==> src/lock_cfg.svh <==
`ifndef LOCK_CFG_SVH
`define LOCK_CFG_SVH

// the opening code, three BCD digits
`define LOCK_PASSWORD 12'h246

// failed tries that trigger the lockout
`define LOCK_MAX_TRIES 4

// lockout countdown start, two BCD digits
`define LOCK_LOCKOUT_SECONDS 8'h20

// clock cycles per countdown step
`define LOCK_TICK_CYCLES 8

// key beep: short and mid pitch
`define LOCK_KEY_HALF 2
`define LOCK_KEY_LEN 20

// success beep: long and high pitch
`define LOCK_OK_HALF 1
`define LOCK_OK_LEN 60

// fail beep: low pitch, middle third silent
`define LOCK_FAIL_HALF 4
`define LOCK_FAIL_LEN 45

`endif

==> src/keypad_pkg.sv <==
`default_nettype none

package keypad_pkg;

    localparam int num_keys = 16; // lines on the keypad

    typedef enum logic [2:0] {
        key_digit,
        key_enter,
        key_clear,
        key_reset,
        key_lock
    } key_kind_t;

    // one key press, valid for a single cycle
    typedef struct packed {
        logic      valid;
        key_kind_t kind;
        logic [3:0] digit; // only meaningful for key_digit
    } key_event_t;

endpackage

`default_nettype wire

==> src/lock_pkg.sv <==
`default_nettype none

package lock_pkg;

    typedef struct packed {
        logic [11:0] digits; // newest digit in the low nibble
        logic [1:0]  count;
    } entry_t;

    typedef enum logic [1:0] {
        beep_key,
        beep_ok,
        beep_fail
    } beep_kind_t;

    typedef struct packed {
        logic       valid;
        beep_kind_t kind;
    } beep_req_t;

    typedef struct packed {
        logic       unlocked;
        logic       locked_out;
        logic [2:0] tries;
    } lock_status_t;

    typedef logic [11:0] display_t; // three BCD digits

    localparam display_t display_blank = 12'hFFF;

    // two-digit BCD decrement
    function automatic logic [7:0] bcd2_dec(input logic [7:0] val);
        logic [7:0] res;
        if (val[3:0] == 4'd0) begin
            res = {val[7:4] - 4'd1, 4'd9};
        end else begin
            res = {val[7:4], val[3:0] - 4'd1};
        end
        return res;
    endfunction

endpackage

`default_nettype wire

==> src/buzzer_sequencer.sv <==
`timescale 1ns/1ns
`default_nettype none
`include "lock_cfg.svh"

module buzzer_sequencer (
    input  wire logic                clk,
    input  wire logic                arst_n,
    input  wire lock_pkg::beep_req_t beep,
    output logic                     buzzer
);
    import lock_pkg::*;

    localparam int len_of = (`LOCK_OK_LEN > `LOCK_FAIL_LEN) ? `LOCK_OK_LEN : `LOCK_FAIL_LEN;
    localparam int max_len = (`LOCK_KEY_LEN > len_of) ? `LOCK_KEY_LEN : len_of;
    localparam int half_of = (`LOCK_OK_HALF > `LOCK_FAIL_HALF) ? `LOCK_OK_HALF
                                                              : `LOCK_FAIL_HALF;
    localparam int max_half = (`LOCK_KEY_HALF > half_of) ? `LOCK_KEY_HALF : half_of;
    localparam int dur_w  = $clog2(max_len + 1);
    localparam int half_w = $clog2(max_half + 1);

    logic              active;
    logic              tone;
    beep_kind_t        kind_q;
    logic [dur_w-1:0]  dur_cnt;
    logic [half_w-1:0] half_cnt;
    logic [dur_w-1:0]  len_sel;
    logic [half_w-1:0] half_sel;
    logic              mute;

    // pitch and length per beep kind
    always_comb begin
        case (kind_q)
            beep_ok: begin
                half_sel = half_w'(`LOCK_OK_HALF);
                len_sel  = dur_w'(`LOCK_OK_LEN);
            end
            beep_fail: begin
                half_sel = half_w'(`LOCK_FAIL_HALF);
                len_sel  = dur_w'(`LOCK_FAIL_LEN);
            end
            default: begin
                half_sel = half_w'(`LOCK_KEY_HALF);
                len_sel  = dur_w'(`LOCK_KEY_LEN);
            end
        endcase
    end

    // broken fail tone, gap in the middle third
    assign mute = (kind_q == beep_fail)
               && (dur_cnt >= dur_w'(`LOCK_FAIL_LEN / 3))
               && (dur_cnt < dur_w'(2 * `LOCK_FAIL_LEN / 3));

    assign buzzer = active && tone && !mute;

    always_ff @(posedge clk or negedge arst_n) begin
        if (!arst_n) begin
            active   <= 1'b0;
            tone     <= 1'b0;
            dur_cnt  <= '0;
            half_cnt <= '0;
        end else if (beep.valid) begin
            active   <= 1'b1;                   // restart on every request
            tone     <= 1'b1;
            dur_cnt  <= '0;
            half_cnt <= '0;
        end else if (active) begin
            if (half_cnt == half_sel - 1'b1) begin
                half_cnt <= '0;
                tone     <= ~tone;
            end else begin
                half_cnt <= half_cnt + 1'b1;
            end
            if (dur_cnt == len_sel - 1'b1) begin
                active <= 1'b0;
                tone   <= 1'b0;                 // ends quiet
            end else begin
                dur_cnt <= dur_cnt + 1'b1;
            end
        end
    end

    always_ff @(posedge clk) begin
        if (beep.valid) begin
            kind_q <= beep.kind;
        end
    end

endmodule

`default_nettype wire

==> src/code_entry.sv <==
`timescale 1ns/1ns
`default_nettype none

module code_entry (
    input  wire logic                   clk,
    input  wire logic                   arst_n,
    input  wire keypad_pkg::key_event_t key_ev,
    input  wire logic                   accept_keys,
    input  wire logic                   entry_clear,
    output lock_pkg::entry_t            entry
);
    import keypad_pkg::*;

    logic [11:0] digits;
    logic [1:0]  count;
    logic        take_key;
    logic        take_digit;
    logic        wipe_key;
    logic        wipe;

    assign take_key = key_ev.valid && accept_keys;

    // a full entry ignores further digits
    assign take_digit = take_key && (key_ev.kind == key_digit) && (count != 2'd3);

    assign wipe_key = take_key && (key_ev.kind == key_clear || key_ev.kind == key_reset);
    assign wipe     = entry_clear || wipe_key;

    always_ff @(posedge clk or negedge arst_n) begin
        if (!arst_n) begin
            count <= 2'd0;
        end else if (wipe) begin
            count <= 2'd0;
        end else if (take_digit) begin
            count <= count + 2'd1;
        end
    end

    // older digits move up one nibble
    always_ff @(posedge clk) begin
        if (take_digit && !wipe) begin
            digits <= {digits[7:0], key_ev.digit};
        end
    end

    assign entry = '{digits: digits, count: count};

endmodule

`default_nettype wire

==> src/key_decoder.sv <==
`timescale 1ns/1ns
`default_nettype none

module key_decoder (
    input  wire logic                             clk,
    input  wire logic                             arst_n,
    input  wire logic [keypad_pkg::num_keys-1:0]  keys,
    output keypad_pkg::key_event_t                key_ev
);
    import keypad_pkg::*;

    logic [num_keys-1:0] keys_q;
    logic                hit;
    key_kind_t           hit_kind;
    logic [3:0]          hit_digit;
    logic                ev_valid;
    key_kind_t           ev_kind;
    logic [3:0]          ev_digit;

    // keypad layout, anything not single-hot falls to default
    always_comb begin
        hit       = 1'b1;
        hit_kind  = key_digit;
        hit_digit = 4'd0;
        case (keys)
            16'h0008: hit_digit = 4'd0;
            16'h0080: hit_digit = 4'd1;
            16'h0040: hit_digit = 4'd2;
            16'h0020: hit_digit = 4'd3;
            16'h0800: hit_digit = 4'd4;
            16'h0400: hit_digit = 4'd5;
            16'h0200: hit_digit = 4'd6;
            16'h8000: hit_digit = 4'd7;
            16'h4000: hit_digit = 4'd8;
            16'h2000: hit_digit = 4'd9;
            16'h0001: hit_kind  = key_enter;
            16'h1000: hit_kind  = key_clear;
            16'h0100: hit_kind  = key_reset;
            16'h0010: hit_kind  = key_lock;
            default:  hit       = 1'b0;   // idle, multi-hot or unused line
        endcase
    end

    always_ff @(posedge clk or negedge arst_n) begin
        if (!arst_n) begin
            keys_q   <= '0;
            ev_valid <= 1'b0;
        end else begin
            keys_q   <= keys;
            ev_valid <= hit && (keys != keys_q); // only on a fresh pattern
        end
    end

    always_ff @(posedge clk) begin
        ev_kind  <= hit_kind;
        ev_digit <= hit_digit;
    end

    assign key_ev = '{valid: ev_valid, kind: ev_kind, digit: ev_digit};

endmodule

`default_nettype wire

==> src/keypad_lock.sv <==
`timescale 1ns/1ns
`default_nettype none

module keypad_lock (
    input  wire logic                             clk,
    input  wire logic                             arst_n,
    input  wire logic [keypad_pkg::num_keys-1:0]  keys,
    output lock_pkg::display_t                    display,
    output lock_pkg::lock_status_t                status,
    output logic                                  buzzer
);
    import keypad_pkg::*;
    import lock_pkg::*;

    key_event_t key_ev;
    entry_t     entry;
    beep_req_t  beep;
    logic       entry_clear;
    logic       accept_keys;

    key_decoder key_decoder_i (
        .clk    (clk),
        .arst_n (arst_n),
        .keys   (keys),
        .key_ev (key_ev)
    );

    code_entry code_entry_i (
        .clk         (clk),
        .arst_n      (arst_n),
        .key_ev      (key_ev),
        .accept_keys (accept_keys),
        .entry_clear (entry_clear),
        .entry       (entry)
    );

    lock_controller lock_controller_i (
        .clk         (clk),
        .arst_n      (arst_n),
        .key_ev      (key_ev),
        .entry       (entry),
        .entry_clear (entry_clear),
        .accept_keys (accept_keys),
        .beep        (beep),
        .display     (display),
        .status      (status)
    );

    buzzer_sequencer buzzer_sequencer_i (
        .clk    (clk),
        .arst_n (arst_n),
        .beep   (beep),
        .buzzer (buzzer)
    );

endmodule

`default_nettype wire

==> src/lock_controller.sv <==
`timescale 1ns/1ns
`default_nettype none
`include "lock_cfg.svh"

module lock_controller (
    input  wire logic                   clk,
    input  wire logic                   arst_n,
    input  wire keypad_pkg::key_event_t key_ev,
    input  wire lock_pkg::entry_t       entry,
    output logic                        entry_clear,
    output logic                        accept_keys,
    output lock_pkg::beep_req_t         beep,
    output lock_pkg::display_t          display,
    output lock_pkg::lock_status_t      status
);
    import keypad_pkg::*;
    import lock_pkg::*;

    localparam int tick_w = $clog2(`LOCK_TICK_CYCLES + 1);

    logic              unlocked;
    logic              locked_out;
    logic [2:0]        tries;
    logic [7:0]        seconds;    // countdown, two BCD digits
    logic [tick_w-1:0] tick_cnt;
    display_t          code_q;     // code shown while open
    logic              beep_valid;
    beep_kind_t        beep_kind;
    logic              key_ok;
    logic              enter_full;
    logic              match;
    logic              last_try;
    logic              tick;

    assign key_ok     = key_ev.valid && !locked_out; // keypad dead during lockout
    assign enter_full = key_ok && (key_ev.kind == key_enter) && (entry.count == 2'd3);
    assign match      = entry.digits == `LOCK_PASSWORD;
    assign last_try   = tries == 3'(`LOCK_MAX_TRIES - 1);
    assign tick       = tick_cnt == tick_w'(`LOCK_TICK_CYCLES - 1);

    // same edge as the status update, so the display follows at once
    assign entry_clear = enter_full || (key_ok && key_ev.kind == key_lock);
    assign accept_keys = !locked_out;

    always_ff @(posedge clk or negedge arst_n) begin
        if (!arst_n) begin
            unlocked   <= 1'b0;
            locked_out <= 1'b0;
            tries      <= 3'd0;
            seconds    <= 8'h00;
            tick_cnt   <= '0;
            beep_valid <= 1'b0;
        end else begin
            beep_valid <= 1'b0;
            if (locked_out) begin
                tick_cnt <= tick ? '0 : tick_cnt + 1'b1;
                if (tick) begin
                    seconds <= bcd2_dec(seconds);
                    if (seconds == 8'h01) begin
                        locked_out <= 1'b0;      // countdown hits 00
                    end
                end
            end else if (key_ok) begin
                case (key_ev.kind)
                    key_enter: begin
                        if (entry.count == 2'd3) begin
                            beep_valid <= 1'b1;
                            if (match) begin
                                unlocked <= 1'b1;
                                tries    <= 3'd0;
                            end else if (last_try) begin
                                unlocked   <= 1'b0;
                                locked_out <= 1'b1;
                                tries      <= 3'd0;
                                seconds    <= `LOCK_LOCKOUT_SECONDS;
                                tick_cnt   <= '0;
                            end else begin
                                unlocked <= 1'b0;
                                tries    <= tries + 3'd1;
                            end
                        end
                    end
                    key_reset: begin
                        unlocked   <= 1'b0;
                        tries      <= 3'd0;
                        beep_valid <= 1'b1;
                    end
                    key_lock: unlocked <= 1'b0;
                    default: beep_valid <= 1'b1;    // digit or clear
                endcase
            end
        end
    end

    always_ff @(posedge clk) begin
        beep_kind <= enter_full ? (match ? beep_ok : beep_fail) : beep_key;
        if (enter_full && match) begin
            code_q <= entry.digits;
        end
    end

    // leading digits not yet typed stay blank
    always_comb begin
        if (locked_out) begin
            display = {4'hF, seconds};
        end else if (unlocked) begin
            display = code_q;
        end else begin
            case (entry.count)
                2'd0:    display = display_blank;
                2'd1:    display = {8'hFF, entry.digits[3:0]};
                2'd2:    display = {4'hF, entry.digits[7:0]};
                default: display = entry.digits;
            endcase
        end
    end

    assign beep   = '{valid: beep_valid, kind: beep_kind};
    assign status = '{unlocked: unlocked, locked_out: locked_out, tries: tries};

endmodule

`default_nettype wire

==> config.mk <==
export PLATFORM = sky130hd
export DESIGN_NAME = keypad_lock
export DESIGN_NICKNAME = d
export VERILOG_FILES = /design/src/keypad_pkg.sv /design/src/lock_pkg.sv /design/src/buzzer_sequencer.sv /design/src/code_entry.sv /design/src/key_decoder.sv /design/src/keypad_lock.sv /design/src/lock_controller.sv
export VERILOG_INCLUDE_DIRS = /design/src /design/src/src
export SDC_FILE = /design/constraint.sdc
export NUM_CORES = 1
export LEC_CHECK = 0
export BUFFER_PORTS_ARGS = -buffer_cell sky130_fd_sc_hd__buf_2
export CORE_MARGIN = 10
export CORE_UTILIZATION = 30
export CTS_CLUSTER_SIZE = 40
export DETAILED_ROUTE_END_ITERATION = 7
export GPL_TIMING_DRIVEN = 0
export PLACE_DENSITY = 0.57
export SLEW_MARGIN = 0
export SYNTH_ARGS = -nofsm -noshare
export SYNTH_HDL_FRONTEND = slang
export SYNTH_HIERARCHICAL = 1
export SYNTH_SLANG_ARGS = --single-unit
==> constraint.sdc <==
create_clock -name clk -period 2.1 [get_ports clk]
set_input_delay 0.105 -clock clk [delete_from_list [all_inputs] [get_ports clk]]
set_output_delay 0.105 -clock clk [all_outputs]
set_load 0.02 [all_outputs]
==> impl_metrics.tcl <==
set metrics [dict create \
    p_int_uw 2710 \
    ys.flop_type "dfrtp_1" \
    leakagePower_uw 0.00196 \
    synth_top_family_by_area "simple AND/OR/NAND/NOR gates" \
    reg2reg_from "code_entry_i/digits[5]" \
    yosys_warnings 6 \
    grt_pass1_vias 3154 \
    layout_setup_ws_ps 116 \
    seq_area_frac_synth_pct 50.9 \
    maxCapViolCount 0 \
    hpwl_um 6850 \
    netlist_area_sq_um 4250 \
    ys_seq_elements 83 \
    path_max_fanout 12 \
    timing.final.hold_violations 48 \
    die_h_um 139 \
    viasPerCell 4.89 \
    relSlewSlack_pct 27.7 \
    fmax_mhz 504 \
    vias 3141 \
    nFillCells 1379 \
    synth.area.mux_share_pct 0.971 \
    rsz0062_at_grt "false" \
    critical_path_class "flop to flop" \
    fin_area_sq_um 5150 \
    critPathBufInv 1 \
    cts_tree "built" \
    place_ws_ps -189 \
    placed_area_sq_um 4660 \
    cts.clk_slew.worst_paths_ps 60 \
    hp-class "primary input to asynchronous set/reset pin" \
    die_w_um 139 \
    seqPwrFrac_pct 49.9 \
    instances_no_fill 642 \
    syn_area_per_cell_sq_um 10.8 \
    clock_latency_ps 330 \
    drc_errors 0 \
    final_cell_mix "47 x dfrtp_1, 40 x buf_2, 26 x edfxtp_1" \
    wire_per_inst_um 14.5 \
    cp_cell_sequence "nor4_1, and3_1, clkbuf_2, and3_4" \
    drv_slew 0 \
    reg2regPathDepth 4 \
    cp-end-kind "flop" \
    nNetsFinal 486 \
    cts_max_level 3 \
    design.core.area_sq_um 13900 \
    r2r-end "lock_controller_i/code_q[1]" \
    fin_skew_ps 10.9 \
    grt_pass1_wl_um 15600 \
    critPathTopFamily "simple AND/OR/NAND/NOR gates" \
    synth-simple-area-share_pct 20.4 \
    fin_setup_tns_ps 0 \
    slowest_stage "edfxtp_1" \
    comb_power_share_pct 6.5 \
    rows 43 \
    p_sw_uw 741 \
    grt_max_degree 49 \
    worst-endpoint-required_ps 2130 \
    violations "negative hold slack" \
    ys_types 75 \
    initial_core_util_pct 30.6 \
    cts_inserted_buffers 9 \
    ios 36 \
    die_area_sq_um 19300 \
    endpoint "lock_controller_i/code_q[1]" \
    area_delta_synth_final_pct 21.1 \
    cp_slowest_stage_delay_ps 450 \
    synthAdderAreaFrac_pct 3.24 \
    syn_inst 394 \
    cp.depth 4 \
    wirelength_um 9330 \
    synth_edf_count 26 \
    setup_violations 0 \
    hold_slack_ps -16.8 \
    synth_xor_area_share_pct 6.59 \
    diodes 0 \
    antenna_found_initial 0 \
    place_inst 609 \
    cts_sinks 83 \
    synth_compound_area_share_pct 13.6 \
    drtIter0Drc 136 \
    clock_power_share_pct 43.7 \
    switching_share_pct 21.5 \
    power_density_nw_per_um2 671 \
    ff2ff_setup_slack_ps 120 \
    status "finished, violations left" \
    crit_start "code_entry_i/digits[5]" \
    clockBufferDepth 2 \
    period_needed_ps 1980 \
    overflow 0 \
    dr.pass1.iters 4 \
    worst_ir_drop_vdd_v 0.000450 \
    worstMarginPinSlew_ps 1080 \
    layout_commonest_cell "dfrtp_1" \
    grtUsageTotal_pct 9.62 \
    ant_nets 0 \
    finalPower_uw 3450 \
    cts_root_buf "clkbuf_16" \
    startpoint_type "flop" \
    routabilityCongestion 0.879 \
    drive_above_1_share_pct 19.9 \
    crit_arrival_ps 2010 \
    synth_nets 423 \
    post-route-period-util_pct 94.5 \
    async_flop_share_pct 57.8 \
    portBuffers 35 \
]
## sequential cells by signal, indices dropped and copies added (netlist names), 3 cells and up
signal	count
buzzer_sequencer_i/dur_cnt	6
lock_controller_i/seconds	8
key_decoder_i/ev_kind	3
lock_controller_i/code_q	12
key_decoder_i/keys_q	16
lock_controller_i/tick_cnt	4
key_decoder_i/ev_digit	4
lock_controller_i/tries	3
buzzer_sequencer_i/half_cnt	3
code_entry_i/digits	12
## metrics by stage
step           hold WS (ps)  util, %
2_1_floorplan          -191        -
3_3_place_gp            226     33.5
3_5_place_dp            227     33.5
4_1_cts                37.9     36.8
5_1_grt                75.3     37.1
6_report              -16.8     37.1
## power by group through the flow
stage	sequential, uW	clock [uW]	combinational (uW)
2_1_floorplan	1750	0	130
3_3_place_gp	1750	0	197
3_5_place_dp	1750	0	204
4_1_cts	1720	1560	228
5_1_grt	1730	1630	254
6_report	1720	1510	224
## logic make-up (layout without fill, tap and decap cells)
kind of cell	Yosys count	in the layout
and+or+nand+nor	137	137
AOI/OAI and AO/OA	88	88
DFF	83	83
buffers and inverters	39	107
xor gates and xnor gates	32	32
adders and majority gates	11	11
muxes	4	4
## timing repair
action / 4_1_cts / 5_1_grt
gates resized for setup: 3 / 5
hold buffers: 16 / 0
buffers inserted: 0 / 1
pin swaps: 0 / 1
setup endpoints to repair: 24 / 26
gates cloned: 0 / 0
endpoints found under the hold margin: 16 / 0
## layout make-up
cell class                      instances  area, sq um  share of cell area [%]
Buffer                                 21          118                    2.29
Clock buffer                           10          229                    4.45
Clock inverter                          6         56.3                    1.09
Inverter                               18         71.3                    1.39
Multi-Input combinational cell        272         1930                    37.5
Sequential cell                        83         2160                    42.0
Tap cell                              180          225                    4.38
Timing Repair Buffer                   52          355                    6.90
## synth_stat cells, types with 6 or more instances
master | number | area, sq um
clkbuf_1 | 7 | 26.3
nor2_1 | 23 | 86.3
dfrtp_1 | 48 | 1200
a21oi_1 | 23 | 115
nand2_1 | 21 | 78.8
buf_4 | 6 | 45.0
ha_1 | 11 | 138
xnor2_1 | 21 | 184
dfxtp_1 | 9 | 180
xor2_1 | 11 | 96.3
inv_1 | 16 | 60.1
edfxtp_1 | 26 | 781
nor3_1 | 13 | 65.1
nand3_1 | 13 | 65.1
o21ai_0 | 26 | 130
nand2b_1 | 6 | 37.5
## metal layers
metal	up-vias	routed length, um	share of wire [%]	track usage (%)
met5	-	0	0	0
met4	0	85	0.91	2.69
met3	7	411	4.4	3.01
met2	58	4420	47	15.5
met1	1509	4410	47	12.1
li1	1567	-	-	-
## worst min path at each step
stage          depth (start not counted)                   endpoint     start
2_1_floorplan                          0  buzzer_sequencer_i/active    arst_n
3_3_place_gp                           1    key_decoder_i/keys_q[5]   keys[5]
3_5_place_dp                           1   key_decoder_i/keys_q[15]  keys[15]
4_1_cts                                1    key_decoder_i/keys_q[8]    arst_n
5_1_grt                                1    key_decoder_i/keys_q[8]    arst_n
6_report                               1   key_decoder_i/keys_q[14]    arst_n
No activity file was read; power rests on OpenSTA's default activity.
